[config.mk]
export PLATFORM = sky130hd
export DESIGN_NAME = sprite_line_scanner
export DESIGN_NICKNAME = d
export VERILOG_FILES = /design/src/rtl/sprite_pkg.sv /design/src/rtl/sprite_line_scanner.sv
export SDC_FILE = /design/constraint.sdc
export NUM_CORES = 1
export LEC_CHECK = 0
export BUFFER_PORTS_ARGS = -buffer_cell sky130_fd_sc_hd__buf_2
export CAP_MARGIN = 25
export CORE_ASPECT_RATIO = 1.2
export CORE_MARGIN = 2
export CORE_UTILIZATION = 60
export CTS_BUF_LIST = sky130_fd_sc_hd__clkbuf_4
export CTS_CLUSTER_DIAMETER = 60
export DETAILED_ROUTE_END_ITERATION = 12
export PLACE_DENSITY_LB_ADDON = 0.2
export SYNTH_ARGS = -nofsm -noshare
export SYNTH_HDL_FRONTEND = slang
export SYNTH_SLANG_ARGS = --single-unit
[constraint.sdc]
create_clock -name clk -period 8.3 [get_ports clk]
set_input_delay 0.83 -clock clk [delete_from_list [all_inputs] [get_ports clk]]
set_output_delay 0.83 -clock clk [all_outputs]
set_load 0.02 [all_outputs]
[src/rtl/sprite_pkg.sv]
`default_nettype none

package sprite_pkg;

	// Sprite edge length in pixels, both axes
	localparam int SPRITE_SIZE = 16;

	// Address width inside one line buffer slot
	localparam int LB_ADDR_W = 9;

	// External memory address widths
	localparam int SPR_TABLE_ADDR_W = 7;
	localparam int SPR_ROM_ADDR_W = 14;
	localparam int PAL_ADDR_W = 5;

	// Sprite table entry: 4 bytes, enable flag in bit 7 of byte 0
	localparam int SPR_BYTES_PER_ENTRY = 4;
	localparam int SPR_ENABLE_BIT = 7;

	// Palette ROM word and line buffer word, all zero means empty
	typedef struct packed {
		logic       alpha;
		logic [4:0] blue;
		logic [4:0] green;
		logic [4:0] red;
	} pal_color_t;

	// Display output pixel
	typedef struct packed {
		logic       alpha;
		logic [7:0] red;
		logic [7:0] green;
		logic [7:0] blue;
	} rgb_pixel_t;

	// Horizontal and vertical screen counters
	typedef logic [8:0] screen_pos_t;

	// Scanner to line buffer write, address relative to the write slot
	typedef struct packed {
		logic                 en;
		logic [LB_ADDR_W-1:0] addr;
		pal_color_t           data;
	} lb_write_t;

endpackage

`default_nettype wire

[src/rtl/sprite_line_scanner.sv]
`timescale 1ns/1ps
`default_nettype none

module sprite_line_scanner #(
	parameter int SPRITE_COUNT = 32,
	parameter int LINE_LENGTH = 352
) (
	input  wire logic                                   clk,
	input  wire logic                                   rst_n,
	input  wire logic                                   hsync,
	input  sprite_pkg::screen_pos_t                     vcnt,
	output logic [sprite_pkg::SPR_TABLE_ADDR_W-1:0]     spr_table_addr,
	input  wire logic [7:0]                             spr_table_data,
	output logic [sprite_pkg::SPR_ROM_ADDR_W-1:0]       img_rom_addr,
	input  wire logic [7:0]                             img_rom_data,
	output logic [sprite_pkg::PAL_ADDR_W-1:0]           pal_addr,
	input  sprite_pkg::pal_color_t                      pal_data,
	output sprite_pkg::lb_write_t                       lb_wr,
	output logic                                        swap,
	output logic                                        line_done
);

	import sprite_pkg::*;

	localparam int IDX_W = $clog2(SPRITE_COUNT);
	localparam int PIX_W = $clog2(SPRITE_SIZE) + 1;
	localparam int ROW_W = $clog2(SPRITE_SIZE);
	localparam int Y_W = 12;
	localparam int IMG_W = 6;

	localparam logic [IDX_W-1:0] LAST_INDEX = IDX_W'(SPRITE_COUNT - 1);
	localparam logic [LB_ADDR_W-1:0] LAST_CLEAR = LB_ADDR_W'(LINE_LENGTH);

	typedef enum logic [3:0] {
		S_IDLE,
		S_CLEAR,
		S_SETUP_Y,
		S_WAIT,
		S_READ_Y_UPPER,
		S_READ_Y_LOWER,
		S_CHECK_Y,
		S_READ_X_UPPER,
		S_READ_X_LOWER,
		S_SETUP_PIXEL,
		S_GET_PIXEL,
		S_STAGE_PIXEL,
		S_WRITE_PIXEL,
		S_LINE_COMPLETE
	} scan_state_t;

	scan_state_t state;
	scan_state_t state_next;

	logic hsync_last;
	logic hsync_rise;

	logic [IDX_W-1:0] spr_index;
	logic [PIX_W-1:0] pixel_index;

	// Attributes of the sprite under test
	logic                 spr_enable;
	logic [Y_W-1:0]       spr_y;
	logic [LB_ADDR_W-1:0] spr_x;
	logic [IMG_W-1:0]     spr_image;

	// Line being rendered one sprite height ahead of the display
	logic [Y_W-1:0] spr_ya;
	logic [Y_W-1:0] spr_row;
	logic           covers;
	logic           last_sprite;

	assign hsync_rise = hsync && !hsync_last;
	assign spr_row = spr_ya - spr_y;
	assign covers = spr_enable && (spr_ya >= spr_y) && (spr_row < Y_W'(SPRITE_SIZE));
	assign last_sprite = (spr_index == LAST_INDEX);

	always_ff @(posedge clk)
	begin
		if (!rst_n)
		begin
			state <= S_IDLE;
			state_next <= S_IDLE;
			hsync_last <= 1'b0;
			swap <= 1'b0;
			line_done <= 1'b0;
			lb_wr.en <= 1'b0;
		end
		else
		begin
			hsync_last <= hsync;
			swap <= 1'b0;
			line_done <= 1'b0;
			lb_wr.en <= 1'b0;

			case (state)
				S_IDLE:
				begin
					// Edges that arrive while rendering are dropped here
					if (hsync_rise)
					begin
						swap <= 1'b1;
						spr_ya <= Y_W'(vcnt) + Y_W'(SPRITE_SIZE);
						lb_wr.addr <= '0;
						state <= S_CLEAR;
					end
				end

				S_CLEAR:
				begin
					// First cycle only raises the write and later cycles step the address
					lb_wr.data <= '0;
					if (lb_wr.en && lb_wr.addr == LAST_CLEAR)
					begin
						spr_index <= '0;
						state <= S_SETUP_Y;
					end
					else
					begin
						lb_wr.en <= 1'b1;
						if (lb_wr.en)
						begin
							lb_wr.addr <= lb_wr.addr + 1'b1;
						end
					end
				end

				S_SETUP_Y:
				begin
					spr_table_addr <= SPR_TABLE_ADDR_W'(spr_index * SPR_BYTES_PER_ENTRY);
					state <= S_WAIT;
					state_next <= S_READ_Y_UPPER;
				end

				// Covers the one-cycle read latency of the external memories
				S_WAIT:
				begin
					state <= state_next;
				end

				S_READ_Y_UPPER:
				begin
					spr_enable <= spr_table_data[SPR_ENABLE_BIT];
					spr_y[11:8] <= spr_table_data[3:0];
					spr_table_addr <= spr_table_addr + 1'b1;
					state <= S_WAIT;
					state_next <= S_READ_Y_LOWER;
				end

				S_READ_Y_LOWER:
				begin
					spr_y[7:0] <= spr_table_data;
					// Byte 2 address goes out now so the Y test hides its latency
					spr_table_addr <= spr_table_addr + 1'b1;
					state <= S_CHECK_Y;
				end

				S_CHECK_Y:
				begin
					if (covers)
					begin
						state <= S_READ_X_UPPER;
					end
					else if (last_sprite)
					begin
						state <= S_LINE_COMPLETE;
					end
					else
					begin
						spr_index <= spr_index + 1'b1;
						state <= S_SETUP_Y;
					end
				end

				S_READ_X_UPPER:
				begin
					spr_image <= spr_table_data[7:2];
					// Positions wrap at 512 and leave x[9] without effect
					spr_x[8] <= spr_table_data[0];
					spr_table_addr <= spr_table_addr + 1'b1;
					state <= S_WAIT;
					state_next <= S_READ_X_LOWER;
				end

				S_READ_X_LOWER:
				begin
					spr_x[7:0] <= spr_table_data;
					state <= S_SETUP_PIXEL;
				end

				S_SETUP_PIXEL:
				begin
					// Image base plus the row inside the sprite
					img_rom_addr <= {spr_image, spr_row[ROW_W-1:0], {ROW_W{1'b0}}};
					lb_wr.addr <= spr_x;
					pixel_index <= '0;
					state <= S_WAIT;
					state_next <= S_GET_PIXEL;
				end

				S_GET_PIXEL:
				begin
					if (pixel_index == PIX_W'(SPRITE_SIZE))
					begin
						if (last_sprite)
						begin
							state <= S_LINE_COMPLETE;
						end
						else
						begin
							spr_index <= spr_index + 1'b1;
							state <= S_SETUP_Y;
						end
					end
					else
					begin
						pal_addr <= img_rom_data[PAL_ADDR_W-1:0];
						img_rom_addr <= img_rom_addr + 1'b1;
						state <= S_WAIT;
						state_next <= S_STAGE_PIXEL;
					end
				end

				S_STAGE_PIXEL:
				begin
					if (pal_data.alpha)
					begin
						lb_wr.en <= 1'b1;
						lb_wr.data <= pal_data;
						state <= S_WRITE_PIXEL;
					end
					else
					begin
						// Transparent pixels keep whatever is already in the slot
						lb_wr.addr <= lb_wr.addr + 1'b1;
						pixel_index <= pixel_index + 1'b1;
						state <= S_GET_PIXEL;
					end
				end

				S_WRITE_PIXEL:
				begin
					lb_wr.addr <= lb_wr.addr + 1'b1;
					pixel_index <= pixel_index + 1'b1;
					state <= S_GET_PIXEL;
				end

				S_LINE_COMPLETE:
				begin
					line_done <= 1'b1;
					state <= S_IDLE;
				end

				default:
				begin
					state <= S_IDLE;
				end
			endcase
		end
	end

endmodule

`default_nettype wire

==> impl_results.md <==
- Status: complete, no violations
- Critical path fanouts, max: 5
- Total Negative Setup Slacks: 0 ps
- Pleak: about 2.4 nW
- CTS tree: built
- Crit. End Element: flip-flop
- Dpl cell area: slightly above 0.006 mm²
- Width of the die: just over 90 µm
- Hold WC Path Type: in -> reg
- Yosys warns: 0
- Via density: about 5.7
- Slew margin rel.: 0.399
- FF+latch area: roughly 0.0032 mm²
- Core Region: approximately 0.009 mm²
- Pre-antenna DRT Iters: 6
- Biggest area consumer among synthesized cells: edfxtp_1
- Post-Syn Instances: a little over 500
- Overall Global Routing Usage: 0.236
- Sequential fraction of the synthesis area: 0.581
- Avg Synthesized Cell Area: 11.0 µm²
- Fill cell count: ~700
- P&R area growth vs syn: 13.4%
- Largest cells by area after synthesis: edfxtp_1, dfxtp_1, ha_1
- Antenna Violating Nets Remaining: 0
- Vias: ~4100
- CP Class: reg -> reg
- Place WS: 5070 ps
- Final WL: about 11 mm
- Max_cap viols: 0
- Top delay family on crit path: compound AO/OA/AOI/OAI gates
- Count of different cell masters after synthesis: 52
- Hpwl dp: 8.52 mm
- Hold Crit Depth: 1
- Most used cell, CP: inv_1
- Vias in the first global route: between 3000 and 4000
- Slowest cell on the critical path: a211oi_1
- GPL Wtd Cong: just under 0.9
- Yosys reg bits: approximately 110
- IO Pins: slightly below 100
- Post-layout util: 0.698
- Fin cells: slightly above 700
- Crit path DAT: 3380 ps
- Clock sink count: 111
- Endpoints failing hold: 0
- Min Tclk post-route: between 3000 and 4000 ps
- Final setup viols: 0
- Synth async-reset ratio: 0
- F_max: 0.308 GHz
- Final setup margin: between 5000 and 6000 ps
- DR WL/cell: about 16 µm
- Drc violations: 0
- Tcrit/Tclk final: 0.391
- Reg2Reg Depth: 10
- Count leader, synth: edfxtp_1
- DRT iter0 DRCs: 250
- Max clock buf depth: 2
- Multi-input gate area: between 0.002 and 0.0025 mm²
- Antenna cells: 0
- Slowest Stage Delay on Critical Path: ~670 ps
- Max IR drop VDD: about 0.00017 V
- Die height: 109 µm
- Final net count: 659
- Max-slew violations: 0
- Clock Root Buffer: clkbuf_4
- Synth Cell Area: around 0.0055 mm²
- Setup crit start kind: flip-flop
- Fin area: around 0.0063 mm²
- Net Count, Synth: around 570
- Initial Util: 0.616
- Tot Pwr: approximately 1.0 mW
- Cell Rows: 38
- CP required: roughly 8400 ps
- Post-CTS Setup Repair Bufs: 0
- Clk_lat worst skew: 480 ps
- Critical Path Stages: 10
- Die ar.: around 0.01 mm²
- Resize count post-CTS: 0
- EDFF count, synth: just under 100
- Overflow after GRT: 0
- Bufs and invs on worst path: 2
- Hold WS: 507 ps
- Cts hold-fix bufs: 0
- Share of cells above drive strength 1: 0.195
- Initial antenna violation count: 0
- RSZ-0062 raised after global routing: no
- Largest net degree at the start of global routing: 31
- Synth Flop Type: edfxtp_1
- Post-synth top cells: edfxtp_1, nand2_1, nor2_1
- Port Buffer Count: 94
- Fin Clk Skew: approximately 27 ps
- Placed Cells: 704
- Pwr Density: 166 mW/mm²
- Worst Tran Pin Value: just under 900 ps
- Worst-path clk slew: between 150 and 200 ps
- First-pass GRT wire length: approximately 18 mm
- Depth of the CTS H-tree: 3
- Area share of the largest cell type after synthesis: 0.537
- Crit-path cells: inv_1, ha_1, inv_1, fa_1, a211oi_2, o22ai_1, a2111oi_1, or4_1, nor4_1, a211oi_1
- CTS buffer count: 9
## power by group
group | leakage [nW] | internal, mW | switching (mW)
Combinational | 1.34 | 0.0388 | 0.0626
Sequential | 0.977 | 0.624 | 0.0144
Clock | 0.0762 | 0.122 | 0.178
Total | 2.40 | 0.785 | 0.255
## metal layers
metal  share of wire  vias up  GRT usage
li1                -     2006          -
met1            0.38     1940      0.275
met2            0.54      143      0.431
met3           0.054       27     0.0380
met4           0.024        0      0.102
met5               0        -          0
## kinds of logic (layout without fill, tap and decap cells)
| group | after synthesis | in the layout | share of synthesized area |
|---|---|---|---|
| xor+xnor | 37 | 37 | 0.0586 |
| buf+inv | 41 | 138 | 0.0280 |
| mux | 2 | 2 | 0.00384 |
| flops | 111 | 111 | 0.581 |
| fa+ha+maj | 19 | 19 | 0.0443 |
| compound gates | 95 | 95 | 0.104 |
| simple gates | 199 | 199 | 0.180 |
## area by class of cell
class / instances / area share
tap: 120 / 0.0239
sequential: 111 / 0.512
clock buffer: 9 / 0.0108
timing repair buffer: 97 / 0.0782
inverter: 25 / 0.0150
clock inverter: 7 / 0.0152
multi-input combinational: 352 / 0.345
## registers in the layout, summed over array words and instances (netlist names), 4 cells and up
register	flops
state	4
spr_x	9
spr_ya	10
state_next	4
spr_index	5
spr_y	12
img_rom_addr	14
pal_addr	5
pixel_index	5
spr_image	6
lb_wr	26
spr_table_addr	7
## path summary, 6_finish.rpt
| check | slack (ps) | start | to |
|---|---|---|---|
| worst max-delay path | 5060 | spr_ya[0] | spr_index[4] |
| worst min-delay path | 510 | img_rom_data[0] | pal_addr[0] |
| worst max register to register | 5060 | spr_ya[0] | spr_index[4] |
| worst min register to register | 540 | state_next[3] | state_next[3] |
## cells in the final DEF, fill, tap and decap left out, types with 9 or more instances in the layout
cell      Yosys  final
buf_2         1     95
and3_1       13     13
dfxtp_1      12     12
xor2_1       19     19
nor2_1       43     43
edfxtp_1     99     99
xnor2_1      18     18
nand2_1      55     55
nand3_1      24     24
a21oi_1      20     20
inv_1        25     25
ha_1         18     18
o21ai_0      40     40
clkbuf_4      0      9
and2_1       20     20
Note: power is estimated with default switching activity, not from simulation.
